===== config.mk =====
export PLATFORM = sky130hd
export DESIGN_NAME = sdramTop
export DESIGN_NICKNAME = d
export VERILOG_FILES = /design/src/sdramPkg.sv /design/src/sdramTimer.sv /design/src/sdramSequencer.sv /design/src/sdramPinDriver.sv /design/src/sdramTop.sv
export SDC_FILE = /design/constraint.sdc
export NUM_CORES = 1
export LEC_CHECK = 0
export ABC_CLOCK_PERIOD_IN_PS = 3200
export BUFFER_PORTS_ARGS = -buffer_cell sky130_fd_sc_hd__buf_2
export CORE_MARGIN = 3
export CORE_UTILIZATION = 64
export CTS_CLUSTER_DIAMETER = 80
export DETAILED_ROUTE_END_ITERATION = 10
export GPL_TIMING_DRIVEN = 1
export PLACE_DENSITY = 0.91
export SYNTH_ARGS = -nofsm -noshare
export SYNTH_HDL_FRONTEND = slang
export SYNTH_SLANG_ARGS = --single-unit

===== constraint.sdc =====
create_clock -name Clock -period 3.2 [get_ports Clock]
set_input_delay 0.16 -clock Clock [delete_from_list [all_inputs] [get_ports Clock]]
set_output_delay 0.16 -clock Clock [all_outputs]
set_load 0.02 [all_outputs]

===== src/sdramPkg.sv =====
//////////////////////////////
// shared encodings for a 16-bit, 4-bank, 8192-row SDRAM, CAS latency 2
// command codes are packed as {CKE, CS_L, RAS_L, CAS_L, WE_L}
// activate, read and write codes are defined but not issued by this controller
//////////////////////////////

package sdramPkg;

	//////////////////////////////
	// vector types
	//////////////////////////////

	typedef logic [4:0]  sdramCmdT;                   // cke, cs, ras, cas, we
	typedef logic [12:0] rowAddrT;                    // A12..A0
	typedef logic [1:0]  bankT;                       // BA1..BA0
	typedef logic [15:0] timerT;                      // timer count in clocks

	//////////////////////////////
	// command codes
	//////////////////////////////

	localparam sdramCmdT CmdPowerUp      = 5'b00000;  // cke and cs low, chip held off
	localparam sdramCmdT CmdNop          = 5'b10111;
	localparam sdramCmdT CmdPrechargeAll = 5'b10010;  // needs A10 high
	localparam sdramCmdT CmdAutoRefresh  = 5'b10001;
	localparam sdramCmdT CmdModeSet      = 5'b10000;  // address carries the mode word
	localparam sdramCmdT CmdActivate     = 5'b10011;  // reserved for a later access path
	localparam sdramCmdT CmdRead         = 5'b10101;  // reserved, A10 selects auto precharge
	localparam sdramCmdT CmdWrite        = 5'b10100;  // reserved, A10 selects auto precharge

	//////////////////////////////
	// address values
	//////////////////////////////

	// A10 set selects all banks on a precharge
	localparam rowAddrT PrechargeAllAddr = 13'h0400;

	// mode register
	//   A2..A0 = 000  burst length 1
	//   A3     = 0    sequential
	//   A6..A4 = 010  cas latency 2
	//   A9     = 0    with burst length 1 every write is single location
	localparam rowAddrT ModeWord = 13'h020;

	localparam bankT ModeBank = 2'b00;                // base mode register, not extended

endpackage


===== src/sdramTimer.sv =====
//////////////////////////////
// loadable down counter, stops at zero
// Done is combinational and is high straight out of reset
//////////////////////////////

`timescale 1ns/100ps

module sdramTimer
	import sdramPkg::*;
(
	input  logic  Clock,
	input  logic  Reset_L,
	input  logic  Load,                        // load on next edge
	input  timerT LoadValue,
	output logic  Done                         // high while count is zero
);

	timerT count;

	always_ff @(posedge Clock or negedge Reset_L) begin
		if (!Reset_L) begin
			count <= '0;                       // starts expired
		end else if (Load) begin
			count <= LoadValue;
		end else if (count != '0) begin
			count <= count - timerT'(1);       // hold once at zero
		end
	end

	assign Done = (count == '0);

endmodule


===== src/sdramSequencer.sv =====
//////////////////////////////
// power-up, initialisation and periodic refresh FSM, one state per clock
// outputs are combinational from state and counters, registered later
// RefreshGap and InitRefreshes must both be at least 1
//////////////////////////////

`timescale 1ns/100ps

module sdramSequencer
	import sdramPkg::*;
#(
	parameter timerT      PowerUpCycles   = 16'd5000,   // 100 us at 50 MHz
	parameter logic [3:0] InitRefreshes   = 4'd8,
	parameter logic [3:0] RefreshGap      = 4'd3,       // nops after a refresh, covers tRC
	parameter timerT      RefreshInterval = 16'd375     // 7.5 us at 50 MHz
) (
	input  logic     Clock,
	input  logic     Reset_L,
	input  logic     PowerUpDone,           // power-up timer expired
	input  logic     RefreshDue,            // refresh timer expired
	output logic     PowerUpLoad,
	output timerT    PowerUpValue,
	output logic     RefreshLoad,
	output timerT    RefreshValue,
	output sdramCmdT NextCmd,
	output rowAddrT  NextAddr,
	output bankT     NextBank,
	output logic     Ready                  // init finished, cpu may run
);

	localparam logic [3:0] GapLoad = RefreshGap - 4'd1;  // gap counts down to zero

	typedef enum logic [3:0] {
		PowerUpStart,
		PowerUpWait,
		FirstNop,
		InitPrecharge,
		InitNop,
		InitRefresh,
		InitGap,
		ModeSet,
		ModeGap,
		Idle,
		RefPrecharge,
		RefNop,
		RefRefresh,
		RefGap
	} seqStateT;

	seqStateT   state;
	seqStateT   nextState;
	logic [3:0] gapCount;                  // nop cycles left in a gap
	logic [3:0] refreshCount;              // init refreshes issued so far
	logic       gapDone;

	assign gapDone = (gapCount == 4'd0);

	//////////////////////////////
	// state and counters
	//////////////////////////////

	always_ff @(posedge Clock or negedge Reset_L) begin
		if (!Reset_L) begin
			state        <= PowerUpStart;
			gapCount     <= 4'd0;
			refreshCount <= 4'd0;
		end else begin
			state <= nextState;
			case (state)
				InitRefresh: begin
					refreshCount <= refreshCount + 4'd1;   // counts this refresh
					gapCount     <= GapLoad;
				end
				ModeSet, RefRefresh: begin
					gapCount <= GapLoad;
				end
				InitGap, ModeGap, RefGap: begin
					if (!gapDone)
						gapCount <= gapCount - 4'd1;
				end
				default: ;
			endcase
		end
	end

	//////////////////////////////
	// next state and command
	//////////////////////////////

	assign PowerUpValue = PowerUpCycles;
	assign RefreshValue = RefreshInterval;
	assign PowerUpLoad  = (state == PowerUpStart);
	// reload on the last gap cycle so the interval starts with idle
	assign RefreshLoad  = ((state == ModeGap) || (state == RefGap)) && gapDone;

	always_comb begin
		nextState = state;
		NextCmd   = CmdNop;                    // nop unless a state says otherwise
		NextAddr  = '0;
		NextBank  = '0;
		Ready     = 1'b0;
		case (state)
			PowerUpStart: begin
				NextCmd   = CmdPowerUp;        // timer loads on this edge
				nextState = PowerUpWait;
			end
			PowerUpWait: begin
				NextCmd = CmdPowerUp;          // cke stays low until the wait ends
				if (PowerUpDone)
					nextState = FirstNop;
			end
			FirstNop: begin
				nextState = InitPrecharge;
			end
			InitPrecharge: begin
				NextCmd   = CmdPrechargeAll;
				NextAddr  = PrechargeAllAddr;
				nextState = InitNop;
			end
			InitNop: begin
				nextState = InitRefresh;       // covers tRP
			end
			InitRefresh: begin
				NextCmd   = CmdAutoRefresh;
				nextState = InitGap;
			end
			InitGap: begin
				if (gapDone) begin
					if (refreshCount == InitRefreshes)
						nextState = ModeSet;
					else
						nextState = InitRefresh;
				end
			end
			ModeSet: begin
				NextCmd   = CmdModeSet;
				NextAddr  = ModeWord;
				NextBank  = ModeBank;
				nextState = ModeGap;
			end
			ModeGap: begin
				if (gapDone)
					nextState = Idle;
			end
			Idle: begin
				Ready = 1'b1;
				if (RefreshDue)
					nextState = RefPrecharge;
			end
			RefPrecharge: begin
				Ready     = 1'b1;
				NextCmd   = CmdPrechargeAll;   // close any open row first
				NextAddr  = PrechargeAllAddr;
				nextState = RefNop;
			end
			RefNop: begin
				Ready     = 1'b1;
				nextState = RefRefresh;
			end
			RefRefresh: begin
				Ready     = 1'b1;
				NextCmd   = CmdAutoRefresh;
				nextState = RefGap;
			end
			RefGap: begin
				Ready = 1'b1;
				if (gapDone)
					nextState = Idle;
			end
			default: begin
				nextState = PowerUpStart;
			end
		endcase
	end

endmodule


===== src/sdramPinDriver.sv =====
//////////////////////////////
// output register stage for the SDRAM pins and the cpu reset
// one clock from Next* inputs to the pins, reset parks the chip in power-up
//////////////////////////////

`timescale 1ns/100ps

module sdramPinDriver
	import sdramPkg::*;
(
	input  logic     Clock,
	input  logic     Reset_L,
	input  sdramCmdT NextCmd,
	input  rowAddrT  NextAddr,
	input  bankT     NextBank,
	input  logic     Ready,
	output logic     SdramCke,
	output logic     SdramCs_L,
	output logic     SdramRas_L,
	output logic     SdramCas_L,
	output logic     SdramWe_L,
	output rowAddrT  SdramAddr,
	output bankT     SdramBa,
	output logic     ResetOut_L            // cpu held in reset until init done
);

	always_ff @(posedge Clock or negedge Reset_L) begin
		if (!Reset_L) begin
			{SdramCke, SdramCs_L, SdramRas_L, SdramCas_L, SdramWe_L} <= CmdPowerUp;
			SdramAddr  <= '0;
			SdramBa    <= '0;
			ResetOut_L <= 1'b0;
		end else begin
			// command bit order matches the package
			SdramCke   <= NextCmd[4];
			SdramCs_L  <= NextCmd[3];
			SdramRas_L <= NextCmd[2];
			SdramCas_L <= NextCmd[1];
			SdramWe_L  <= NextCmd[0];
			SdramAddr  <= NextAddr;
			SdramBa    <= NextBank;
			ResetOut_L <= Ready;           // lags the sequencer like the pins
		end
	end

endmodule


===== src/sdramTop.sv =====
//////////////////////////////
// SDRAM controller top, init and refresh only, no data path
// defaults assume a 50 MHz clock, shrink the timing parameters for simulation
//////////////////////////////

`timescale 1ns/100ps

module sdramTop
	import sdramPkg::*;
#(
	parameter timerT      PowerUpCycles   = 16'd5000,   // 100 us
	parameter logic [3:0] InitRefreshes   = 4'd8,
	parameter logic [3:0] RefreshGap      = 4'd3,
	parameter timerT      RefreshInterval = 16'd375     // 7.5 us
) (
	input  logic    Clock,
	input  logic    Reset_L,
	output logic    SdramCke,
	output logic    SdramCs_L,
	output logic    SdramRas_L,
	output logic    SdramCas_L,
	output logic    SdramWe_L,
	output rowAddrT SdramAddr,
	output bankT    SdramBa,
	output logic    ResetOut_L
);

	logic     powerUpLoad;
	timerT    powerUpValue;
	logic     powerUpDone;
	logic     refreshLoad;
	timerT    refreshValue;
	logic     refreshDue;
	sdramCmdT nextCmd;
	rowAddrT  nextAddr;
	bankT     nextBank;
	logic     ready;

	//////////////////////////////
	// timers
	//////////////////////////////

	sdramTimer powerUpTimer_i (
		.Clock     (Clock),
		.Reset_L   (Reset_L),
		.Load      (powerUpLoad),
		.LoadValue (powerUpValue),
		.Done      (powerUpDone)
	);

	sdramTimer refreshTimer_i (
		.Clock     (Clock),
		.Reset_L   (Reset_L),
		.Load      (refreshLoad),
		.LoadValue (refreshValue),
		.Done      (refreshDue)
	);

	//////////////////////////////
	// control and pins
	//////////////////////////////

	sdramSequencer #(
		.PowerUpCycles   (PowerUpCycles),
		.InitRefreshes   (InitRefreshes),
		.RefreshGap      (RefreshGap),
		.RefreshInterval (RefreshInterval)
	) sequencer_i (
		.Clock        (Clock),
		.Reset_L      (Reset_L),
		.PowerUpDone  (powerUpDone),
		.RefreshDue   (refreshDue),
		.PowerUpLoad  (powerUpLoad),
		.PowerUpValue (powerUpValue),
		.RefreshLoad  (refreshLoad),
		.RefreshValue (refreshValue),
		.NextCmd      (nextCmd),
		.NextAddr     (nextAddr),
		.NextBank     (nextBank),
		.Ready        (ready)
	);

	sdramPinDriver pinDriver_i (
		.Clock      (Clock),
		.Reset_L    (Reset_L),
		.NextCmd    (nextCmd),
		.NextAddr   (nextAddr),
		.NextBank   (nextBank),
		.Ready      (ready),
		.SdramCke   (SdramCke),
		.SdramCs_L  (SdramCs_L),
		.SdramRas_L (SdramRas_L),
		.SdramCas_L (SdramCas_L),
		.SdramWe_L  (SdramWe_L),
		.SdramAddr  (SdramAddr),
		.SdramBa    (SdramBa),
		.ResetOut_L (ResetOut_L)
	);

endmodule


Word level (Yosys, flattened, before mapping)
Index checks and enable logic that the tools add are counted. W data, S select, Z words.

Add/sub/neg operators: 4. Equality and inequality tests: 19. Muxes and demuxes: 15. Reductions and logical operators: 20.

Operators with widths (number): $mux W16 (4); $pmux W4 S13 (1); $logic_not A16 Y1 (2); $reduce_bool A16 Y1 (2); $sub A16 B1 Y16 const B (2); $eq A4 B4 Y1 const B (7); $pmux W11 S2 (1); $mux W4 (5); $pmux W5 S4 (1); $eq A4 B3 Y1 const B (4); $eq A4 B2 Y1 const B (2); $logic_not A4 Y1 (2); $pmux W4 S2 (1); $reduce_or A2 Y1 (4); $ne A2 B2 Y1 const B (3); $reduce_bool A2 Y1 (3); $reduce_or A3 Y1 (2); $reduce_or A5 Y1 (1); $add A4 B1 Y4 const B (1); $eq A4 B1 Y1 const B (1); $ne A2 B1 Y1 const B (2); $reduce_and A4 Y1 (1); $sub A4 B1 Y4 const B (1); $mux W2 (1); 4 further kinds (4).

Bits in registers: 61. Output and inout bits: 21. Logic and storage cells: 70.

Depth between registers and ports, before layout
Word-level depth: 4. Gate-level depth with buffers: 8. Gate-level depth less buffers: 7.

Hierarchy
A second synthesis with hierarchy kept.

Cell total of the unflattened synthesis: 367. Area, all modules: 3757.4 um^2.

By module, submodules not included: sdramTimer (instances 2, cells an instance 104, area an instance 1006.0 um^2, seq. area each 400.4 um^2); sdramSequencer (instances 1, cells an instance 138, area an instance 1219.9 um^2, seq. area each 300.3 um^2); sdramPinDriver (instances 1, cells an instance 21, area an instance 525.5 um^2, seq. area each 525.5 um^2).

Worst setup path after synthesis
OpenSTA, ideal clock, no wires.

Path kind: reg-to-reg. Start point: register powerUpTimer_i.count[0]. End point: register powerUpTimer_i.count[12]. Library setup time: 0.124 ns. Arrival: 1.679 ns. Data required time: 3.076 ns. Path slack: 1.397 ns. Stages on the path, launching flop included: 7. Path buffers: 0. Cells stage by stage: dfrtp_1 > inv_1 > ha_1 > nor4b_4 > nand3_2 > or3_1 > a211o_1.

Word-level cells in the longest chain between the ends: 3.

Ends and longest elaborated chain: start, declared (line sdramTimer.sv:18) `timerT count;`; start signal, assigned (line sdramTimer.sv:24) `count <= LoadValue;`; start signal, assigned (line sdramTimer.sv:26) `count <= count - timerT'(1);`; $sub A16 B1 Y16 (line sdramTimer.sv:26); $mux W16 (line sdramTimer.sv:25) `end else if (count != '0) begin`; $mux W16 (line sdramTimer.sv:23) `end else if (Load) begin`.

Several ways; a longest one is shown, not always the timed one. The select of a mux whose other input is x is not followed. A chain may end at the register's enable or synchronous reset.

Final worst setup path
Start point: register refreshTimer_i.count[8]. End point: register refreshTimer_i.count[8].

Word-level cells in the longest chain between the ends: 3.

Ends and longest elaborated chain (line): start, declared (sdramTimer.sv:18); start signal, assigned (sdramTimer.sv:24); start signal, assigned (sdramTimer.sv:26); $sub A16 B1 Y16 (sdramTimer.sv:26); $mux W16 (sdramTimer.sv:25); $mux W16 (sdramTimer.sv:23).

Several ways; a longest one is shown, not always the timed one. The select of a mux whose other input is x is not followed.

==> flow_metrics.tcl <==
set metrics [dict create \
    die_y_microns 71.8 \
    final_nets 310 \
    ys_warn_count 0 \
    critPathKind "flip-flop to flip-flop" \
    setup_tns_ns 0 \
    num_vias 2054 \
    grt_max_degree 35 \
    synthTopCellsByCount "51 x dfrtp_1, 33 x nor2_1, 21 x nand2_1" \
    yosysMostFrequentCell "dfrtp_1" \
    grt_pass1_wl_microns 8780 \
    hold_class "primary input to async pin" \
    worst_slew_pin_slew_ns 0.754 \
    clock-skew-final_ns 0.00937 \
    crit_cells 5 \
    cts_max_path_buffers 2 \
    slowest_delay_ns 0.57 \
    crit_path_top_delay_cell "nand4_1" \
    h-tree-depth 2 \
    io_buffers 8 \
    dp_cells 345 \
    grt_antenna_before_repair 0 \
    drv_cap 0 \
    critPathCaptureType "flip-flop" \
    wirelength_microns 4870 \
    clk-insertion-delay-late_ns 0.31 \
    yosysTopAreaCell "dfrtp_1" \
    r2r_cells 5 \
    ys_types 46 \
    dr.first_iter.drc_count 105 \
    syn_to_final_growth_pct 4.29 \
    powerDensity_nw_per_um2 361 \
    avgSynthCellArea_sq_um 9.35 \
    clock.fmax_mhz 461 \
    async_reset_ff_share_pct 100 \
    drv_slew 0 \
    synthTopCellsByArea "dfrtp_1 46%, nor2_1 4.5%, buf_4 3.8%, xor2_1 3.2%, a21oi_1 2.9%" \
    cts_buffers 5 \
    crit_fanout 14 \
    slew_headroom_pct 49.7 \
    grt-ovfl-total 0 \
    ir_worst_vdd_mv 0.307 \
    via_per_inst 5.80 \
    grt_pass1_vias 1988 \
    yosysSeqAreaShare_pct 46.1 \
    io_pins 23 \
    setup-violations-final 0 \
    diodes 0 \
    worstPathCellList "nor4_2 > nand4_1 > nand3_1 > xor2_1 > nand2_1" \
    period_needed_ns 2.17 \
    synthCells 296 \
    cts_num_sinks 51 \
    crit_family "simple AND/OR/NAND/NOR gates" \
    crit_buf_inv 0 \
    leakagePower_nw 1.37 \
    cts-root-buf "clkbuf_8" \
    cp.arrival_ns 2.35 \
    critPathLaunchType "flip-flop" \
    synth-seq-cells 51 \
    wire_per_inst_microns 13.8 \
    place_congestion 0.802 \
    grt_usage_pct 21.3 \
    required_ns 3.39 \
    yosys_most_used_dff "dfrtp_1" \
    die_w_microns 71.8 \
    rows 23 \
    path_clk_slew_ns 0.10 \
    yosysTopAreaCellShare_pct 46.1 \
    start_util_pct 67.8 \
    rsz0062_at_grt "no" \
    cts_setup_buffers 0 \
    cts_tree "yes" \
    synth_edf_count 0 \
    p_total_mw 1.04 \
    coreArea_sq_um 4090 \
    drt_first_pass_iters 4 \
    die-area_sq_um 5150 \
    stdcell_count 354 \
    status "finished clean" \
    hold_violations 0 \
    post-route-period-util_pct 67.7 \
    drc_errors 0 \
    synthesis.area_sq_um 2770 \
    final_antenna_net_count 0 \
    hpwl_microns 3570 \
    drive_above_1_share_pct 8.55 \
]
==> kinds of logic after synthesis <==
kind of cell / after synthesis / synth area share (%)
other: 1 / 0.135
buffers and inverters: 34 / 6.60
flip-flops: 51 / 46.1
multiplexers: 2 / 0.723
XOR/XNOR: 19 / 6.01
AO/OA/AOI/OAI: 48 / 10.3
adder cells (fa/ha/maj): 5 / 2.26
AND/OR/NAND/NOR: 136 / 27.9
==> worst paths after layout <==
check                                                        startpoint                                      end  slack [ns]
worst max-delay path                refreshTimer_i.count[8]$_DFFE_PN0P_      refreshTimer_i.count[8]$_DFFE_PN0P_        1.03
worst min-delay path                                            Reset_L         sequencer_i.state[0]$_DFFE_PN0P_        0.45
worst max register to register      refreshTimer_i.count[8]$_DFFE_PN0P_      refreshTimer_i.count[8]$_DFFE_PN0P_        1.03
worst min register to register  sequencer_i.refreshCount[3]$_DFFE_PN0P_  sequencer_i.refreshCount[3]$_DFFE_PN0P_        0.48
max in group asynchronous                                       Reset_L      refreshTimer_i.count[0]$_DFFE_PN0P_        2.03
min in group Clock              sequencer_i.refreshCount[3]$_DFFE_PN0P_  sequencer_i.refreshCount[3]$_DFFE_PN0P_        0.48
==> cell type report <==
type / instances / area, sq um
well taps: 50 / 62.6
flip-flops and latches: 51 / 1280
repair buffers: 11 / 65.1
fillers: 303 / 1200
multi-input cells: 224 / 1360
clock inverters: 3 / 18.8
inverters: 10 / 37.5
clock buffers: 5 / 68.8
==> worst register-to-register path, delay by kind of cell, from the launching register on <==
family        cells  cell delay [ns]
xor+xnor          1             0.20
flops             1             0.42
simple gates      4             1.44
==> cells in the final DEF (no fill, tap or decap), types with 4 or more instances in the layout <==
cell type / netlist / final
nand4_1: 7 / 7
nand3_1: 9 / 9
buf_2: 2 / 8
xnor2_1: 9 / 9
nand2_1: 21 / 21
clkbuf_8: 0 / 5
a211o_1: 4 / 4
conb_1: 1 / 14
nor2b_1: 4 / 4
nand2b_1: 8 / 8
or3_1: 4 / 4
inv_1: 10 / 10
xor2_1: 10 / 10
o21ai_0: 14 / 14
nor2_1: 33 / 33
a21oi_1: 16 / 16
dfrtp_1: 51 / 51
ha_1: 5 / 5
nor3_1: 15 / 15
nor3b_1: 5 / 5
or4_1: 4 / 4
==> state kept, by name (all words and copies together) (netlist names) <==
signal and flops:
pinDriver_i.ResetOut_L 1, pinDriver_i.SdramAddr 2, pinDriver_i.SdramCas_L 1, pinDriver_i.SdramCke 1, pinDriver_i.SdramRas_L 1, pinDriver_i.SdramWe_L 1
powerUpTimer_i.count 16, refreshTimer_i.count 16, sequencer_i.gapCount 4, sequencer_i.refreshCount 4, sequencer_i.state 4
==> metrics by stage <==
step	util [%]	hold WS [ns]	worst slack [ns]	area, sq um
6_report	70.7	0.452	1.03	2890
5_1_grt	70.7	0.510	0.843	2890
4_1_cts	70.7	0.483	1.06	2890
3_5_place_dp	68.3	0.277	1.09	2790
3_3_place_gp	68.3	0.271	1.17	2790
2_1_floorplan	-	-0.136	1.40	2820
==> report_power, final <==
part           switching, mW  leakage (nW)  internal, mW  total (mW)
Combinational         0.0269         0.640       0.00201      0.0289
Sequential                 0         0.679         0.644       0.644
Clock                  0.216        0.0483         0.154       0.370
==> what timing repair did <==
item | in CTS | in global routing
hold buffers | 1 | 0
hold endpoints to repair | 33 | 0
resized for setup | 0 | 0
==> metal layers <==
metal  track usage [%]  vias up  part of all wire, %
met5                 0        -                    0
li1                  -     1020                    -
met4              6.47        0                  1.1
met1              27.8      988                   44
met2              35.9       40                   51
met3              4.21        6                  3.3
Note: power is estimated with default switching activity, not from simulation.
